$ cat config.mk
export PLATFORM = sky130hd
export DESIGN_NAME = ulaTop
export DESIGN_NICKNAME = d
export VERILOG_FILES = /design/src/common/ulaPkg.sv /design/src/hw/rasterCounter.sv /design/src/video/fetchControl.sv /design/src/video/pixelShifter.sv /design/src/video/colourMapper.sv /design/src/hw/ioPorts.sv /design/src/hw/ulaTop.sv
export SDC_FILE = /design/constraint.sdc
export NUM_CORES = 1
export LEC_CHECK = 0
export ABC_AREA = 0
export BUFFER_PORTS_ARGS = -buffer_cell sky130_fd_sc_hd__buf_2
export CAP_MARGIN = 20
export CORE_MARGIN = 1
export CORE_UTILIZATION = 59
export CTS_BUF_LIST = sky130_fd_sc_hd__clkbuf_8
export CTS_CLUSTER_DIAMETER = 50
export CTS_CLUSTER_SIZE = 24
export DETAILED_ROUTE_END_ITERATION = 10
export PLACE_DENSITY = 0.95
export SKIP_CTS_REPAIR_TIMING = 1
export SYNTH_ARGS = -nofsm -noshare
export SYNTH_HDL_FRONTEND = slang
export SYNTH_SLANG_ARGS = --single-unit
$ cat constraint.sdc
create_clock -name clk7 -period 4.1 [get_ports clk7]
set_input_delay 0.41 -clock clk7 [delete_from_list [all_inputs] [get_ports clk7]]
set_output_delay 0.41 -clock clk7 [all_outputs]
set_load 0.01 [all_outputs]
$ cat src/common/ulaPkg.sv
package ulaPkg;

   ////////////////////
   // Bus and video types
   ////////////////////

   // Current tick position in the frame
   typedef struct packed {
      // Horizontal tick, 0 to 447
      logic [8:0] hc;
      // Line number, 0 to 311
      logic [8:0] vc;
   } rasterT;

   // CPU side of the bus
   typedef struct packed {
      logic [15:0] addr;
      logic        iorqN;
      logic        rdN;
      logic        wrN;
      logic [7:0]  data;
   } cpuBusT;

   // One attribute byte as stored in VRAM
   typedef struct packed {
      logic       flash;
      logic       bright;
      logic [2:0] paper;
      logic [2:0] ink;
   } attrT;

   // Output colour, GGGRRRBBB
   typedef struct packed {
      logic [2:0] g;
      logic [2:0] r;
      logic [2:0] b;
   } rgb9T;

   // Per-tick strobes from the fetch sequencer
   typedef struct packed {
      logic bitmapLoad;
      logic attrLoad;
      logic serializerLoad;
      logic attrOutputLoad;
      logic videoEnable;
   } fetchCtlT;

   ////////////////////
   // Constants
   ////////////////////

   // Paper window in ticks and lines
   localparam logic [8:0] PaperLeft   = 9'd0;
   localparam logic [8:0] PaperRight  = 9'd255;
   localparam logic [8:0] PaperTop    = 9'd0;
   localparam logic [8:0] PaperBottom = 9'd191;

   // Channel levels
   localparam logic [2:0] LevelNone = 3'd0;
   localparam logic [2:0] LevelHalf = 3'd5;
   localparam logic [2:0] LevelFull = 3'd7;

   // Red border out of reset
   localparam logic [2:0] BorderReset = 3'd2;

   // Attribute area starts right after the 6 KB bitmap
   localparam logic [13:0] AttrBase = 14'd6144;

   // Value seen by the CPU when nothing drives the bus
   localparam logic [7:0] IdleBus = 8'hFF;

endpackage

$ cat src/hw/rasterCounter.sv
module rasterCounter #(
   parameter int LinePixels = 448,
   parameter int FrameLines = 312,
   parameter int IntLine    = 248
) (
   input  logic           clk7,
   input  logic           rst_n,
   output ulaPkg::rasterT raster,
   output logic           intN
);
   import ulaPkg::*;

   rasterT pos;
   logic   lineEnd;
   logic   frameEnd;

   // Wrap points
   assign lineEnd  = pos.hc == 9'(LinePixels - 1);
   assign frameEnd = pos.vc == 9'(FrameLines - 1);

   ////////////////////
   // Tick counters
   ////////////////////
   always_ff @(posedge clk7) begin
      if (!rst_n) begin
         pos <= '0;
      end else if (lineEnd) begin
         pos.hc <= '0;
         // Next line, or back to the top
         pos.vc <= frameEnd ? 9'd0 : pos.vc + 9'd1;
      end else begin
         pos.hc <= pos.hc + 9'd1;
      end
   end

   assign raster = pos;

   // Frame interrupt, 64 ticks wide on the interrupt line
   assign intN = !(pos.vc == 9'(IntLine) && pos.hc >= 9'd2 && pos.hc <= 9'd65);

endmodule

$ cat src/video/fetchControl.sv
module fetchControl (
   input  logic             clk7,
   input  ulaPkg::rasterT   raster,
   output ulaPkg::fetchCtlT fetchCtl,
   output logic [13:0]      va
);
   import ulaPkg::*;

   logic [4:0] columnAddr;
   logic [3:0] phase;
   logic       paperLine;
   logic       fetchArea;
   logic       attrAddr;

   // Position inside the 16-tick fetch group
   assign phase = raster.hc[3:0];

   // Lines that carry paper
   assign paperLine = raster.vc >= PaperTop && raster.vc <= PaperBottom;

   // Fetches run over the unshifted paper columns
   assign fetchArea = paperLine && raster.hc >= PaperLeft && raster.hc <= PaperRight;

   ////////////////////
   // Strobe decode
   ////////////////////
   always_comb begin
      fetchCtl = '0;
      attrAddr = 1'b0;
      // Output attribute moves every 8 ticks, border or paper
      fetchCtl.attrOutputLoad = raster.hc[2:0] == 3'd4;
      // Display window trails the fetch window by 8 ticks
      fetchCtl.videoEnable = paperLine &&
                             raster.hc >= PaperLeft + 9'd8 &&
                             raster.hc <= PaperRight + 9'd8;
      fetchCtl.serializerLoad = fetchCtl.videoEnable && raster.hc[2:0] == 3'd4;
      if (fetchArea) begin
         case (phase)
            // Bitmap bytes, address already out on 8 and 12
            4'd9, 4'd13: begin
               fetchCtl.bitmapLoad = 1'b1;
            end
            // Attribute address phase
            4'd10, 4'd14: begin
               attrAddr = 1'b1;
            end
            // Attribute bytes
            4'd11, 4'd15: begin
               attrAddr = 1'b1;
               fetchCtl.attrLoad = 1'b1;
            end
            default: begin
               attrAddr = 1'b0;
            end
         endcase
      end
   end

   // Column register, next character column
   always_ff @(posedge clk7) begin
      if (raster.hc[2:0] == 3'd3) begin
         columnAddr <= raster.hc[7:3];
      end
   end

   ////////////////////
   // VRAM address
   ////////////////////
   // Bitmap layout is third, pixel row, char row, column
   // Attribute is one byte per 8x8 cell after the bitmap
   assign va = attrAddr ? (AttrBase | {4'b0000, raster.vc[7:3], columnAddr})
                        : {1'b0, raster.vc[7:6], raster.vc[2:0], raster.vc[5:3], columnAddr};

endmodule

$ cat src/video/pixelShifter.sv
module pixelShifter #(
   parameter int IntLine = 248
) (
   input  logic             clk7,
   input  logic             rst_n,
   input  ulaPkg::rasterT   raster,
   input  ulaPkg::fetchCtlT fetchCtl,
   input  logic [7:0]       vramData,
   output logic             pixel,
   output ulaPkg::attrT     attrData
);
   import ulaPkg::*;

   logic [7:0] bitmapData;
   logic [7:0] serializer;
   logic [4:0] flashCounter;
   logic       flashLatched;
   logic       flashPhase;

   ////////////////////
   // VRAM data registers
   ////////////////////
   // Bitmap byte of the current column
   always_ff @(posedge clk7) begin
      if (fetchCtl.bitmapLoad) begin
         bitmapData <= vramData;
      end
   end

   // Attribute byte, handed on to the colour stage
   always_ff @(posedge clk7) begin
      if (fetchCtl.attrLoad) begin
         attrData <= attrT'(vramData);
      end
   end

   ////////////////////
   // Serializer
   ////////////////////
   // MSB first, zeros shift in behind the byte
   always_ff @(posedge clk7) begin
      if (!rst_n) begin
         serializer <= '0;
      end else if (fetchCtl.serializerLoad) begin
         serializer <= bitmapData;
      end else begin
         serializer <= {serializer[6:0], 1'b0};
      end
   end

   // Flash bit of the cell now being shown
   // Border cells never flash
   always_ff @(posedge clk7) begin
      if (!rst_n) begin
         flashLatched <= 1'b0;
      end else if (fetchCtl.attrOutputLoad) begin
         flashLatched <= fetchCtl.videoEnable && attrData.flash;
      end
   end

   // Once per frame on the interrupt line
   always_ff @(posedge clk7) begin
      if (!rst_n) begin
         flashCounter <= '0;
      end else if (raster.vc == 9'(IntLine) && raster.hc == 9'd0) begin
         flashCounter <= flashCounter + 5'd1;
      end
   end

   // Toggles every 16 frames
   assign flashPhase = flashCounter[4];

   // Ink and paper swap while flashing
   assign pixel = serializer[7] ^ (flashLatched & flashPhase);

endmodule

$ cat src/video/colourMapper.sv
module colourMapper (
   input  logic             clk7,
   input  ulaPkg::fetchCtlT fetchCtl,
   input  ulaPkg::attrT     attrData,
   input  logic [2:0]       border,
   input  logic             pixel,
   output ulaPkg::rgb9T     rgb
);
   import ulaPkg::*;

   attrT       nextAttr;
   attrT       attrOut;
   logic [2:0] colour;
   logic [2:0] onLevel;

   ////////////////////
   // Attribute output register
   ////////////////////
   // Outside the display window the border acts as paper
   always_comb begin
      if (fetchCtl.videoEnable) begin
         nextAttr = attrData;
      end else begin
         nextAttr       = '0;
         nextAttr.paper = border;
      end
   end

   // Holds for the 8 pixels of one cell
   always_ff @(posedge clk7) begin
      if (fetchCtl.attrOutputLoad) begin
         attrOut <= nextAttr;
      end
   end

   ////////////////////
   // IGRB to GRB
   ////////////////////
   // Ink on a set pixel, paper otherwise
   assign colour = pixel ? attrOut.ink : attrOut.paper;

   // Bright lifts every lit channel to full
   assign onLevel = attrOut.bright ? LevelFull : LevelHalf;

   // Colour bits are G, R, B from MSB down
   // Unlit channels stay dark, so black ignores bright
   assign rgb.g = colour[2] ? onLevel : LevelNone;
   assign rgb.r = colour[1] ? onLevel : LevelNone;
   assign rgb.b = colour[0] ? onLevel : LevelNone;

endmodule

$ cat src/hw/ioPorts.sv
module ioPorts (
   input  logic           clk7,
   input  logic           rst_n,
   input  ulaPkg::cpuBusT cpuBus,
   input  logic [4:0]     kbd,
   input  logic           ear,
   input  logic           issue2Keyboard,
   output logic [2:0]     border,
   output logic           spk,
   output logic           mic,
   output logic [7:0]     dout
);
   import ulaPkg::*;

   logic feWrite;
   logic feRead;
   logic mixedEar;

   ////////////////////
   // Port decode
   ////////////////////
   // ULA answers any even port
   assign feWrite = !cpuBus.iorqN && !cpuBus.wrN && !cpuBus.addr[0];
   assign feRead  = !cpuBus.iorqN && !cpuBus.rdN && !cpuBus.addr[0];

   ////////////////////
   // Port FE registers
   ////////////////////
   always_ff @(posedge clk7) begin
      if (!rst_n) begin
         border <= BorderReset;
         spk    <= 1'b0;
         mic    <= 1'b0;
      end else if (feWrite) begin
         // Data bits 2:0 border, 3 mic, 4 speaker
         border <= cpuBus.data[2:0];
         mic    <= cpuBus.data[3];
         spk    <= cpuBus.data[4];
      end
   end

   // EAR as the CPU sees it
   // Issue 2 boards also leak MIC onto the input
   always_comb begin
      if (issue2Keyboard) begin
         mixedEar = ear ^ (spk | mic);
      end else begin
         mixedEar = ear ^ spk;
      end
   end

   ////////////////////
   // CPU read mux
   ////////////////////
   always_comb begin
      if (feRead) begin
         // Bits 7 and 5 float high
         dout = {1'b1, mixedEar, 1'b1, kbd};
      end else begin
         dout = IdleBus;
      end
   end

endmodule

$ cat src/hw/ulaTop.sv
module ulaTop #(
   parameter int LinePixels = 448,
   parameter int FrameLines = 312,
   parameter int IntLine    = 248
) (
   input  logic           clk7,
   input  logic           rst_n,
   input  ulaPkg::cpuBusT cpuBus,
   output logic [7:0]     dout,
   output logic           intN,
   output logic [13:0]    va,
   input  logic [7:0]     vramData,
   input  logic [4:0]     kbd,
   input  logic           ear,
   input  logic           issue2Keyboard,
   output logic           spk,
   output logic           mic,
   output ulaPkg::rgb9T   rgb
);
   import ulaPkg::*;

   rasterT     raster;
   fetchCtlT   fetchCtl;
   attrT       attrData;
   logic       pixel;
   logic [2:0] border;

   ////////////////////
   // Timing
   ////////////////////
   rasterCounter #(
      .LinePixels(LinePixels),
      .FrameLines(FrameLines),
      .IntLine   (IntLine)
   ) uRaster (
      .clk7  (clk7),
      .rst_n (rst_n),
      .raster(raster),
      .intN  (intN)
   );

   ////////////////////
   // Video path
   ////////////////////
   // Address and strobes
   fetchControl uFetch (
      .clk7    (clk7),
      .raster  (raster),
      .fetchCtl(fetchCtl),
      .va      (va)
   );

   // Bytes in, one pixel per tick out
   pixelShifter #(
      .IntLine(IntLine)
   ) uShifter (
      .clk7    (clk7),
      .rst_n   (rst_n),
      .raster  (raster),
      .fetchCtl(fetchCtl),
      .vramData(vramData),
      .pixel   (pixel),
      .attrData(attrData)
   );

   colourMapper uColour (
      .clk7    (clk7),
      .fetchCtl(fetchCtl),
      .attrData(attrData),
      .border  (border),
      .pixel   (pixel),
      .rgb     (rgb)
   );

   ////////////////////
   // CPU ports
   ////////////////////
   ioPorts uPorts (
      .clk7          (clk7),
      .rst_n         (rst_n),
      .cpuBus        (cpuBus),
      .kbd           (kbd),
      .ear           (ear),
      .issue2Keyboard(issue2Keyboard),
      .border        (border),
      .spk           (spk),
      .mic           (mic),
      .dout          (dout)
   );

endmodule

# Word-level counts from Yosys, hierarchy flattened
# Cells that the tools add are included.
dict set report totals {
  register_bits 65
  latchBits 0
  ramBits 0
  romBits 0
  inputBits 44
  elab_cells 87
  mem_count 0
}
dict set report classes {
  n_addsub 3
  n_mul 0
  div_mod_pow 0
  order_cmp 8
  n_eq_ne 11
  shift 0
  n_mux 16
  bitwise 6
  reduce_logical 25
}
# operator n
set op_table {}
lappend op_table {{== test 4 bit, second input constant} 6}
lappend op_table {{adder 9 x 1 -> 9 bit, second input constant} 2}
lappend op_table {{== test 9 bit, second input constant} 2}
lappend op_table {{>= comparator 9 x 1 -> 1 bit, second input constant} 2}
lappend op_table {{<= comparator 9 x 8 -> 1 bit, second input constant} 2}
lappend op_table {{logical AND 1 bit} 14}
lappend op_table {{2-to-1 mux 13 bit} 1}
lappend op_table {{2-to-1 mux 3 bit} 4}
lappend op_table {{== test 9 x 8 -> 1 bit, second input constant} 1}
lappend op_table {{>= comparator 9 x 2 -> 1 bit, second input constant} 1}
lappend op_table {{>= comparator 9 x 4 -> 1 bit, second input constant} 1}
lappend op_table {{<= comparator 9 x 7 -> 1 bit, second input constant} 1}
lappend op_table {{<= comparator 9 bit, second input constant} 1}
lappend op_table {{zero test 9 bit} 1}
lappend op_table {{2-to-1 mux 9 bit} 1}
lappend op_table {{2-to-1 mux 8 bit} 1}
lappend op_table {{2-to-1 mux 7 bit} 1}
lappend op_table {{2-to-1 mux 6 bit} 1}
lappend op_table {{OR reduction 2 bit} 3}
lappend op_table {{adder 5 x 1 -> 5 bit, second input constant} 1}
lappend op_table {{zero test 1 bit} 5}
lappend op_table {{2-to-1 mux 1 bit} 5}
lappend op_table {{2-to-1 mux 2 bit} 2}
lappend op_table {{OR reduction 4 bit} 1}
lappend op_table {{other kinds (7)} 9}

# Longest topological paths before layout
# Gate-level depths: netlist of run 1.
dict set report depth {
  ltp_word 6
  ltp_mapped 8
  mapped_depth_nobuf 7
}

# By module
# From an unflattened synthesis of run 1, not the netlist that was laid out.
dict set report unflattened {
  hier_cells 279
  hier_area_um2 2996.6
}
# mod instances cells_each area_each_um2 seq_area_each_um2
set by_module_without_submodules {}
lappend by_module_without_submodules {pixelShifter 1 82 1094.8 760.7}
lappend by_module_without_submodules {rasterCounter 1 109 938.4 360.3}
lappend by_module_without_submodules {colourMapper 1 23 357.8 210.2}
lappend by_module_without_submodules {fetchControl 1 30 309.0 150.1}
lappend by_module_without_submodules {ioPorts 1 35 296.5 100.1}

# Least setup slack after synthesis of run 1
# Ideal clock, no wire load.
dict set report synth_timing {
  kind {register to output}
  from {register uRaster.pos, in the netlist uRaster.raster[12]}
  to {output va[8]}
  arrival_time_ns 1.746
  required_ns 3.690
  setup_slack_ns 1.944
  path_stages_with_launch 9
  path_cell_list {dfxtp_1 and4_4 buf_6 nand2_1 nor2_1 ha_1 inv_1 a211o_1 mux2_4}
}
dict set report synth_via {
  elab_chain_len 5
  elab_cells_between_ends 12
  cone_classes {order compare: 2; eq/ne: 4; mux: 3; reduce/logical: 3}
}
# item line_no
set synth_rtl {}
lappend synth_rtl {{start, declared} rasterCounter.sv:13} ;# rasterT pos;
lappend synth_rtl {{>= comparator 9 x 1 -> 1 bit / == test 4 bit (equally long branches)} {fetchControl.sv:22, fetchControl.sv:38}}
lappend synth_rtl {{logical AND 1 bit / OR reduction 4 bit (equally long branches)} -}
lappend synth_rtl {{logical AND 1 bit / 2-to-1 mux 1 bit (equally long branches)} {fetchControl.sv:22, fetchControl.sv:38}}
lappend synth_rtl {{2-to-1 mux 1 bit *} fetchControl.sv:37} ;# if (fetchArea) begin
lappend synth_rtl {{2-to-1 mux 13 bit *} fetchControl.sv:71} ;# assign va = attrAddr ? (AttrBase | {4'b0000, raster.vc[7:3], columnAddr})
lappend synth_rtl {{end, declared} ulaTop.sv:11} ;# output logic [13:0] va,
# Mark *: on every way between the ends. The rest lies on a longest branch, timed or not.

# Worst setup path in the final report of run 1
dict set report layout_timing {
  from {register uRaster.pos, in the netlist uRaster.raster[10]}
  to {output va[9]}
}
# Same word-level chain as after synthesis.

==> results of run 1 <==
==> flip-flops by register name (all words and copies together) (netlist names), 3 cells and up <==
register / cells
uShifter.bitmapData: 8
uRaster.raster: 18
uShifter.serializer: 8
uFetch.columnAddr: 5
uShifter.flashCounter: 5
uColour.attrOut: 7
uPorts.border: 3
uShifter.attrData: 8
==> area by class of cell <==
| type | count | area (sq um) |
|---|---|---|
| Multi-Input combinational cell | 184 | 1261 |
| Clock buffer | 10 | 137.6 |
| Inverter | 11 | 41.29 |
| Fill cell | 335 | 1348 |
| Tap cell | 67 | 83.83 |
| Timing Repair Buffer | 56 | 280.3 |
| Clock inverter | 6 | 83.83 |
| Sequential cell | 65 | 1582 |
==> stage by stage <==
stage                     hold WS, ps  std cells    util
final                           250.8        399  0.7203
after global routing            234.4        399  0.7203
after CTS                       239.5        399  0.7203
after detailed placement        435.8        383  0.6743
after global placement          424.3        383  0.6743
after floorplan                 402.9        279       -
==> power by group through the flow <==
stage               Clock (mW)  Combinational [mW]  Sequential [mW]
global route             0.636              0.0725            0.688
detailed placement           0              0.0627            0.702
global placement             0              0.0608            0.701
CTS                      0.607              0.0646            0.688
finish                   0.602              0.0648            0.688
floorplan                    0              0.0389            0.701
==> routing by layer <==
metal | vias to the layer above | track usage | wire, um
met1 | 1047 | 0.2648 | 2527
met2 | 88 | 0.4332 | 3022
li1 | 1081 | - | -
met4 | 0 | 0.1026 | 93
met3 | 8 | 0.07956 | 378
met5 | - | 0 | 0
==> worst paths after layout <==
path / from / endpoint / slack, ps / cells after the start
hold reg to reg: uShifter.serializer[3] / uShifter.serializer[4] / 440 / 2
setup / recovery: uRaster.raster[10] / va[9] / 1160 / 8
setup reg to reg: uRaster.raster[10] / uShifter.attrData[3] / 1700 / 7
hold / removal: vramData[4] / uShifter.bitmapData[4] / 250 / 1
==> cell families after synthesis <==
family / Yosys count
flops: 65
buf+inv: 30
other cells: 2
fa+ha+maj: 9
mux: 20
simple gates: 107
compound gates: 35
xor+xnor: 10
==> synthesized netlist by cell type, drive strengths merged (7+ instances only) <==
| cell | n | share of area |
|---|---|---|
| xor2 | 10 | 0.029 |
| nand3 | 11 | 0.020 |
| ha | 9 | 0.037 |
| mux2i | 12 | 0.040 |
| edfxtp | 28 | 0.28 |
| and2 | 11 | 0.023 |
| nand4 | 7 | 0.015 |
| a21oi | 14 | 0.025 |
| buf | 16 | 0.040 |
| dfxtp | 37 | 0.25 |
| and3 | 7 | 0.015 |
| mux2 | 8 | 0.032 |
| inv | 11 | 0.014 |
| nand2 | 26 | 0.032 |
| nand2b | 8 | 0.017 |
| nor2 | 19 | 0.024 |
==> qor.yml, run 1 <==
status:
  status: "finished, final reports clean"
floorplanning:
  dieHeight_um: 73.46
  num_io_pins: 78
  fp.dieW_um: 73.46
  start_util: 0.6255
  rows: 25
  fp.dieArea_sq_um: 5396
  core_sq_um: 4817
sta:
  period_needed_ps: 2937
  max_freq_mhz: 340.5
  max-slew-margin-rel: 0.4323
  tightest_slew_ps: 845.1
  skew_ps: 10.16
  tns_ps: 0
  timing.final.ws_setup_ps: 1163
  drv_slew: 0
  rsz0062_at_grt: "false"
  setup_violations: 0
  min_period_over_period: 0.7163
  hold_violations: 0
grt:
  grt_first_pass_wirelength_mm: 9.528
  antenna_found_initial: 0
  grt_pass1_vias: 2108
  grt_max_degree: 25
  overflow: 0
  grtUsageTotal: 0.2436
worst_hold_path:
  hp-class: "in -> reg"
worst_setup_path:
  arrival_ps: 2530
  critPathLaunchType: "flip-flop"
  critPathMostFrequentCell: "ha_1"
  worst-setup-path-type: "reg -> out"
  cp_num_buf_inv: 2
  critPathSlowestCell: "dfxtp_1"
  cp.required_ps: 3690
  crit_fanout: 11
  crit_path_end_kind: "output pin"
  cpLargestDelayFamily: "adder cells"
  path_cells: "ha_1, nand2_1, nor2_1, ha_1, inv_1, a211o_1, mux2_4, buf_2"
  cp_slowest_stage_delay_ps: 470
placed_design:
  dp_hpwl_mm: 3.960
  gp_congestion: 0.9015
  place_ws_ps: 1597
  placed_area_sq_um: 3248
  portBuffers: 56
routing:
  wl_per_cell_um: 15.09
  drt_iter0_markers: 110
  vias: 2224
  first_pass_iters: 4
  detail-route-antenna-nets: 0
  vias_per_cell: 5.574
  drc: 0
  routed_wl_mm: 6.022
logic_synthesis:
  synth_compound_area_frac: 0.08306
  ys.flop_type: "dfxtp_1"
  ys_seq_area_frac: 0.5249
  synth_area_per_cell_sq_um: 10.84
  synth-edff-count: 28
  ys_warn_count: 0
  synth_xor_xnor_area_share: 0.02907
  async_reset_ff_frac: 0
  synth_seq_cells: 65
  syn_area_sq_um: 3013
  synth_fa_ha_area_frac: 0.03738
  yosys.cell_types.count: 48
  yosys.area_share.simple: 0.1931
  syn-instance-count: 278
  synth_top_family_by_area: "simple AND/OR/NAND/NOR gates"
  synthMuxAreaShare: 0.07226
clocking:
  cts.sinks: 65
  htree_levels: 3
  clk_pin_slew_ps: 70
  insertion_delay_ps: 350
  root_buffer: "clkbuf_8"
  cts_tree: "done"
  cts_buffers: 9
  cts_buffer_depth: 2
power_and_ir_drop:
  p_int_mw: 1.062
  power_density_nw_per_um2: 390.3
  pwr-share-seq: 0.508
  pwr-share-clk: 0.444
  power.total_mw: 1.354
  peakVddDrop_v: 0.0003173
  power.switching_mw: 0.2918
  swShare: 0.2155
  p_comb_frac: 0.048
  p_leak_nw: 1.353
finish:
  num_antenna_cells: 0
  stdcell_area_sq_um: 3470
  layout_commonest_cell: "buf_2"
  drive_above_1_share: 0.2560
  layout.nets: 380
  areaGrowthSynthToFinish_pct: 15.16
  most-common-layout-cells: "56 x buf_2, 37 x dfxtp_1, 28 x edfxtp_1, 26 x nand2_1, 19 x nor2_1"
run:
  maxCapViolations: 0
(Power assumes the default switching activity.)
==> inputs of run 2 (changes only) <==
--- a/config.mk
+++ b/config.mk
@@ -5,16 +5,16 @@
 export SDC_FILE = /design/constraint.sdc
 export NUM_CORES = 1
 export LEC_CHECK = 0
-export ABC_AREA = 0
+export ABC_AREA = 1
 export BUFFER_PORTS_ARGS = -buffer_cell sky130_fd_sc_hd__buf_2
 export CAP_MARGIN = 20
 export CORE_MARGIN = 1
-export CORE_UTILIZATION = 59
+export CORE_UTILIZATION = 50
 export CTS_BUF_LIST = sky130_fd_sc_hd__clkbuf_8
 export CTS_CLUSTER_DIAMETER = 50
 export CTS_CLUSTER_SIZE = 24
 export DETAILED_ROUTE_END_ITERATION = 10
-export PLACE_DENSITY = 0.95
+export PLACE_DENSITY = 0.9
 export SKIP_CTS_REPAIR_TIMING = 1
 export SYNTH_ARGS = -nofsm -noshare
 export SYNTH_HDL_FRONTEND = slang
==> constraint.sdc (replaced) <==
create_clock -name clk7 -period 2.45 [get_ports clk7]
set_input_delay 0.245 -clock clk7 [delete_from_list [all_inputs] [get_ports clk7]]
set_output_delay 0.245 -clock clk7 [all_outputs]
set_load 0.01 [all_outputs]
==> run 2 against run 1 <==
Net effect: critical path depth up 4; clock-buffer cell count is 1 lower; total power rose by 59%; die area increased by 29%; via count increased by 23%.
==> qor.yml, run 2 <==
floorplanning:
  core_sq_um: 6386  # +33%
  fp.dieW_um: 83.50  # +14%
  num_io_pins: 78  # unchanged
  dieHeight_um: 83.50  # +14%
  fp.dieArea_sq_um: 6971  # +29%
  rows: 29  # +16%
  start_util: 0.5200  # -0.1055
worst_setup_path:
  worst-setup-path-type: "reg -> out"
  crit_start: "uRaster.raster[9]"
  critPathLaunchType: "flip-flop"
  r2r-start: "uRaster.raster[9]"
  r2r_cells: 11  # +4
  crit_fanout: 5  # -6
  rr_endpoint: "uShifter.attrData[5]"
  cp.required_ps: 2200  # -1490 ps
  arrival_ps: 2100  # -430 ps
  crit_end: "va[9]"
  crit_path_end_kind: "output pin"
  reg2reg_slack_ps: 370  # -1330 ps
logic_synthesis:
  syn_area_sq_um: 3321  # +10%
  synth_seq_cells: 65  # unchanged
  async_reset_ff_frac: 0  # unchanged
  synth_top_area_share: 0.2532  # -0.02587
  synth_common_cells: "88 x nand2_1, 59 x inv_1, 39 x nor2_1"
  ys_warn_count: 0  # unchanged
  synth_top_cell_by_area: "edfxtp_1"
  ys.flop_type: "dfxtp_1"
  yosys-top-cells-area: "edfxtp_1 25%, dfxtp_1 22%, nand2_1 9.9%"
  yosysMostFrequentCell: "nand2_1"
  synth-edff-count: 28  # unchanged
  synth_area_per_cell_sq_um: 8.240  # -24%
  yosys.cell_types.count: 38  # -21%
  ys_seq_area_frac: 0.4763  # -0.04865
  syn-instance-count: 403  # +45%
sta:
  min_period_over_period: 0.9572
  skew_ps: 10.44  # +0.2817 ps
  hold_violations: 0  # unchanged
  max_freq_mhz: 426.4
  tightest_slew_ps: 580.0  # -265.1 ps
  setup_violations: 0  # unchanged
  drv_slew: 0  # unchanged
  max-slew-margin-rel: 0.6104  # +0.1781
  period_needed_ps: 2345
finish:
  num_antenna_cells: 0  # unchanged
  regArea_sq_um: 1584  # +0.16%
  multi_input_area_sq_um: 1370  # +8.6%
  layout_commonest_cell: "nand2_1"
  largest_reg_flops: 18  # unchanged
  fill_cells: 520  # +55%
  areaGrowthSynthToFinish_pct: 15.52
  most-common-layout-cells: "88 x nand2_1, 59 x inv_1, 56 x buf_2, 39 x nor2_1, 35 x dfxtp_1"
  stdcell_area_sq_um: 3836  # +11%
  drive_above_1_share: 0.2753  # +0.01924
  layout.nets: 513  # +35%
  largest-register: "uRaster.raster"
grt:
  grtUsageTotal: 0.1976  # -0.04597
  overflow: 0  # unchanged
  antenna_found_initial: 0  # unchanged
  grt_use_met1: 0.2286  # -0.03617
  top_usage_layer: "met2"
  met2_usage: 0.3316  # -0.1016
  grt_max_degree: 21  # -16%
  grt_pass1_vias: 2534  # +20%
  grt_first_pass_wirelength_mm: 10.88  # +14%
  grt_use_met3: 0.05935  # -0.02021
routing:
  drt_iter0_markers: 190  # +73%
  detail-route-antenna-nets: 0  # unchanged
  drc: 0  # unchanged
  routed_wl_mm: 6.507  # +8.1%
  vias_per_cell: 5.059  # -9.2%
  wl_per_cell_um: 12.01  # -20%
  vias: 2742  # +23%
  first_pass_iters: 4  # unchanged
clocking:
  htree_levels: 3  # unchanged
  cts_tree: "done"
  cts_buffer_depth: 2  # unchanged
  cts_buffers: 9  # unchanged
  root_buffer: "clkbuf_8"
  clk_pin_slew_ps: 70  # about the same
  cts.sinks: 65  # unchanged
  insertion_delay_ps: 350  # about the same
placed_design:
  portBuffers: 56  # unchanged
  dp_hpwl_mm: 4.622  # +17%
  gp_congestion: 0.8386  # -7.0%
  placed_area_sq_um: 3606  # +11%
power_and_ir_drop:
  power.total_mw: 2.154  # +59%
  p_leak_nw: 1.712  # +27%
  peakVddDrop_v: 0.0004154  # +31%
  power_density_nw_per_um2: 561.6  # +44%
status:
  status: "finished, final reports clean"
worst_hold_path:
  hold_path_depth: 1  # unchanged
  hp-class: "in -> reg"
run:
  maxCapViolations: 0  # unchanged
==> run 2: per-layer routing <==
layer	share of wire	vias to the layer above
met3	0.057	19
met2	0.50	86
met1	0.42	1265
met4	0.027	0
met5	0	-
li1	-	1372
==> run 2: worst min path at each step <==
stage,slack [ps],startpoint,end
2_1_floorplan,340,vramData[0],uShifter.attrData[0]
3_3_place_gp,440,vramData[7],uShifter.attrData[7]
3_5_place_dp,440,vramData[4],uShifter.bitmapData[4]
4_1_cts,70,vramData[4],uShifter.attrData[4]
5_1_grt,70,vramData[4],uShifter.attrData[4]
6_report,90,vramData[4],uShifter.attrData[4]
==> run 2: report_power, final <==
group	switching, mW	internal [mW]	leakage (nW)
Combinational	0.0744	0.0437	1.07
Clock	0.419	0.466	0.0912
Sequential	0.00911	1.14	0.550
==> run 2: area by class of cell <==
class	count	share of cell area
sequential	65	0.4129
inverter	74	0.07306
clock buffer	9	0.03229
timing repair buffer	60	0.08089
clock inverter	7	0.01859
tap	77	0.02511
multi-input combinational	250	0.3571
==> run 2: critical path: stages (launching register included) <==
cell and delay (ps):
dfxtp_2 350, ha_1 170, inv_1 110, nor2_4 130, nand2_1 120, nor3_2 140, ha_1 160, inv_1 50
nand2_2 120, nand3_4 110, nand2_1 90, nand2_1 60, buf_2 140
==> run 2: through the flow <==
step	TNS, ps	cells	util	worst slack, ps	hold slack [ps]
after floorplan	0	404	-	337.5	343.9
after global placement	0	524	0.5647	345.2	435.0
after detailed placement	0	524	0.5647	283.1	435.7
after CTS	-163.3	540	0.5952	-55.38	67.24
after global routing	-178.0	542	0.6007	-69.83	70.57
final	0	542	0.6007	104.9	85.32
==> run 2: logic make-up (layout without fill, tap and decap cells) <==
family | count (synthesis) | in the layout | synth area share
XOR/XNOR | 10 | 10 | 0.02638
buffers and inverters | 89 | 150 | 0.1176
flip-flops | 65 | 65 | 0.4763
AO/OA/AOI/OAI | 26 | 26 | 0.04182
AND/OR/NAND/NOR | 202 | 202 | 0.3018
other | 2 | 3 | 0.002262
adder cells (fa/ha/maj) | 9 | 9 | 0.03391
==> inputs of run 3 (changes only) <==
--- a/config.mk
+++ b/config.mk
@@ -5,16 +5,16 @@
 export SDC_FILE = /design/constraint.sdc
 export NUM_CORES = 1
 export LEC_CHECK = 0
-export ABC_AREA = 1
 export BUFFER_PORTS_ARGS = -buffer_cell sky130_fd_sc_hd__buf_2
 export CAP_MARGIN = 20
+export CORE_ASPECT_RATIO = 1.4
 export CORE_MARGIN = 1
-export CORE_UTILIZATION = 50
+export CORE_UTILIZATION = 55
 export CTS_BUF_LIST = sky130_fd_sc_hd__clkbuf_8
 export CTS_CLUSTER_DIAMETER = 50
 export CTS_CLUSTER_SIZE = 24
 export DETAILED_ROUTE_END_ITERATION = 10
-export PLACE_DENSITY = 0.9
+export PLACE_DENSITY = 0.95
 export SKIP_CTS_REPAIR_TIMING = 1
 export SYNTH_ARGS = -nofsm -noshare
 export SYNTH_HDL_FRONTEND = slang
==> constraint.sdc (replaced) <==
create_clock -name clk7 -period 2.3 [get_ports clk7]
set_input_delay 0.23 -clock clk7 [delete_from_list [all_inputs] [get_ports clk7]]
set_output_delay 0.23 -clock clk7 [all_outputs]
set_load 0.01 [all_outputs]
==> run 3 against run 2 <==
Net effect: the run now ends with setup timing left; combinational power is 6% higher; cell count fell by 24%; global-route usage is 4.2 points higher; first-iteration DRC count down 14%; total power increased by 10%; setup slack worse by 190 ps; via count decreased by 14%; largest cell class unchanged; largest power group unchanged; highest routed layer unchanged.
==> qor.yml, run 3 (synthesized netlist as in run 1, its figures left out) <==
worst_setup_path:
  path_cells: "a21oi_1, o311ai_4, a211o_4, mux2_4, buf_6"
  cpLargestDelayFamily: "compound AO/OA/AOI/OAI gates"
  crit_path_end_kind: "output pin"
  worst-setup-path-type: "reg -> out"
  cp_num_buf_inv: 1  # -2
  critPathLaunchType: "flip-flop"
  cp.required_ps: 2070  # -130 ps
  arrival_ps: 2150  # +50 ps
  critPathSlowestCell: "a21oi_1"
  crit_fanout: 9  # +4
  cp_slowest_stage_delay_ps: 440  # +90 ps
sta:
  skew_ps: 9.384  # -1.060 ps
  period_needed_ps: 2383
  drv_slew: 0  # unchanged
  setup_violations: 2  # +2
  timing.final.ws_setup_ps: -83.06  # -188.0 ps
  max-slew-margin-rel: 0.6033  # -0.007109
  tightest_slew_ps: 590.5  # +10.58 ps
  hold_violations: 0  # unchanged
  rsz0062_at_grt: "true"
  max_freq_mhz: 419.6
  min_period_over_period: 1.036
routing:
  first_pass_iters: 5  # +1
  vias_per_cell: 5.773  # +14%
  drc: 0  # unchanged
  routed_wl_mm: 7.004  # +7.6%
  detail-route-antenna-nets: 0  # unchanged
  drt_iter0_markers: 163  # -14%
  wl_per_cell_um: 17.08  # +42%
  vias: 2367  # -14%
floorplanning:
  fp.dieW_um: 64.55  # -23%
  core_sq_um: 5236  # -18%
  fp.dieArea_sq_um: 5782  # -17%
  dieHeight_um: 89.58  # +7.3%
  start_util: 0.5754  # +0.05540
  num_io_pins: 78  # unchanged
  rows: 31  # +6.9%
placed_design:
  place_ws_ps: 136.0  # -147.1 ps
  portBuffers: 56  # unchanged
  dp_hpwl_mm: 4.387  # -5.1%
  gp_congestion: 0.8566  # +2.1%
  dpl.cell_count: 387  # -26%
clocking:
  cts_tree: "done"
  cts_buffer_depth: 2  # unchanged
  insertion_delay_ps: 340  # about the same
  root_buffer: "clkbuf_8"
  cts.sinks: 65  # unchanged
  cts_buffers: 9  # unchanged
  clk_pin_slew_ps: 70  # about the same
  htree_levels: 3  # unchanged
power_and_ir_drop:
  p_int_mw: 1.862  # +13%
  power.total_mw: 2.373  # +10%
  p_leak_nw: 1.426  # -17%
  swShare: 0.2150  # -0.01803
  pwr-share-clk: 0.432  # +0.021
  p_comb_frac: 0.053  # -0.002
  pwr-share-seq: 0.516  # -0.018
  power.switching_mw: 0.5101  # +1.6%
  power_density_nw_per_um2: 649.0  # +16%
  peakVddDrop_v: 0.0004529  # +9.0%
finish:
  largest_reg_flops: 18  # unchanged
  most-common-layout-cells: "54 x buf_2, 29 x dfxtp_1, 28 x edfxtp_1, 25 x nand2_1, 18 x nor2_1"
  largest-register: "uRaster.raster"
  layout_commonest_cell: "buf_2"
  layout.nets: 392  # -24%
  instances_no_fill: 410  # -24%
  drive_above_1_share: 0.3285  # +0.05322
  fill_cells: 365  # -30%
  areaGrowthSynthToFinish_pct: 21.35
  num_antenna_cells: 0  # unchanged
  multi_input_area_sq_um: 1335  # -2.6%
  regArea_sq_um: 1599  # +0.95%
grt:
  grt_pass1_vias: 2276  # -10%
  grt_first_pass_wirelength_mm: 10.17  # -6.5%
  grt_max_degree: 25  # +19%
  overflow: 0  # unchanged
  antenna_found_initial: 0  # unchanged
  grtUsageTotal: 0.2392  # +0.04161
status:
  status: "finished with violations"
  violations: "setup timing"
run:
  maxCapViolations: 0  # unchanged
worst_hold_path:
  hp-class: "in -> reg"
[run 3: cell types whose count changed in the layout (fill, tap and decap cells not counted), moves of 11 or more]
cell,before,now
nor2_1,39,18
nand2_1,88,25
mux2i_1,0,12
nor2_2,12,0
and2_1,0,11
inv_1,59,11
[run 3: power by group through the flow]
stage	clock [mW]	combinational, mW	sequential (mW)
floorplan	0	0.0693	1.25
global placement	0	0.115	1.25
detailed placement	0	0.119	1.25
CTS	1.04	0.120	1.22
global route	1.09	0.137	1.22
finish	1.02	0.125	1.22
[run 3: path summary, 6_finish.rpt]
check	start	end	slack (ps)	cells after the start
max	uRaster.raster[7]	va[8]	-80	5
min	vramData[0]	uShifter.attrData[0]	80	1
max reg2reg	uRaster.raster[14]	uColour.attrOut[3]	100	5
min reg2reg	uShifter.serializer[2]	uShifter.serializer[3]	440	2
[run 3: final cells by class]
cell class	count	share of cell area
Sequential cell	65	0.4374
Multi-Input combinational cell	184	0.3652
Timing Repair Buffer	68	0.1057
Clock buffer	9	0.03388
Clock inverter	7	0.02396
Tap cell	66	0.02259
Inverter	11	0.01129
[run 3: per-layer routing]
metal,routed length (um),vias to the layer above,global-route usage
met4,271,0,0.1515
met3,395,26,0.06187
li1,-,1103,-
met1,2517,1108,0.2291
met2,3819,130,0.4526
met5,0,-,0
[run 3: worst register-to-register path: stages, from the launching register on]
cell and delay [ps]:
dfxtp_4 360, buf_4 130, nor3_2 320, o2111ai_1 320, a21oi_2 430, mux2_2 390
[run 3: stage by stage]
stage | util | cell area (sq um) | TNS [ps] | hold slack [ps]
final | 0.6982 | 3656 | -161.4 | 84.34
after global routing | 0.6982 | 3656 | -346.1 | 66.58
after CTS | 0.6676 | 3496 | -1217 | 75.10
after floorplan | - | 3017 | 0 | 328.9
after global placement | 0.6272 | 3284 | 0 | 425.4
after detailed placement | 0.6272 | 3284 | 0 | 431.6
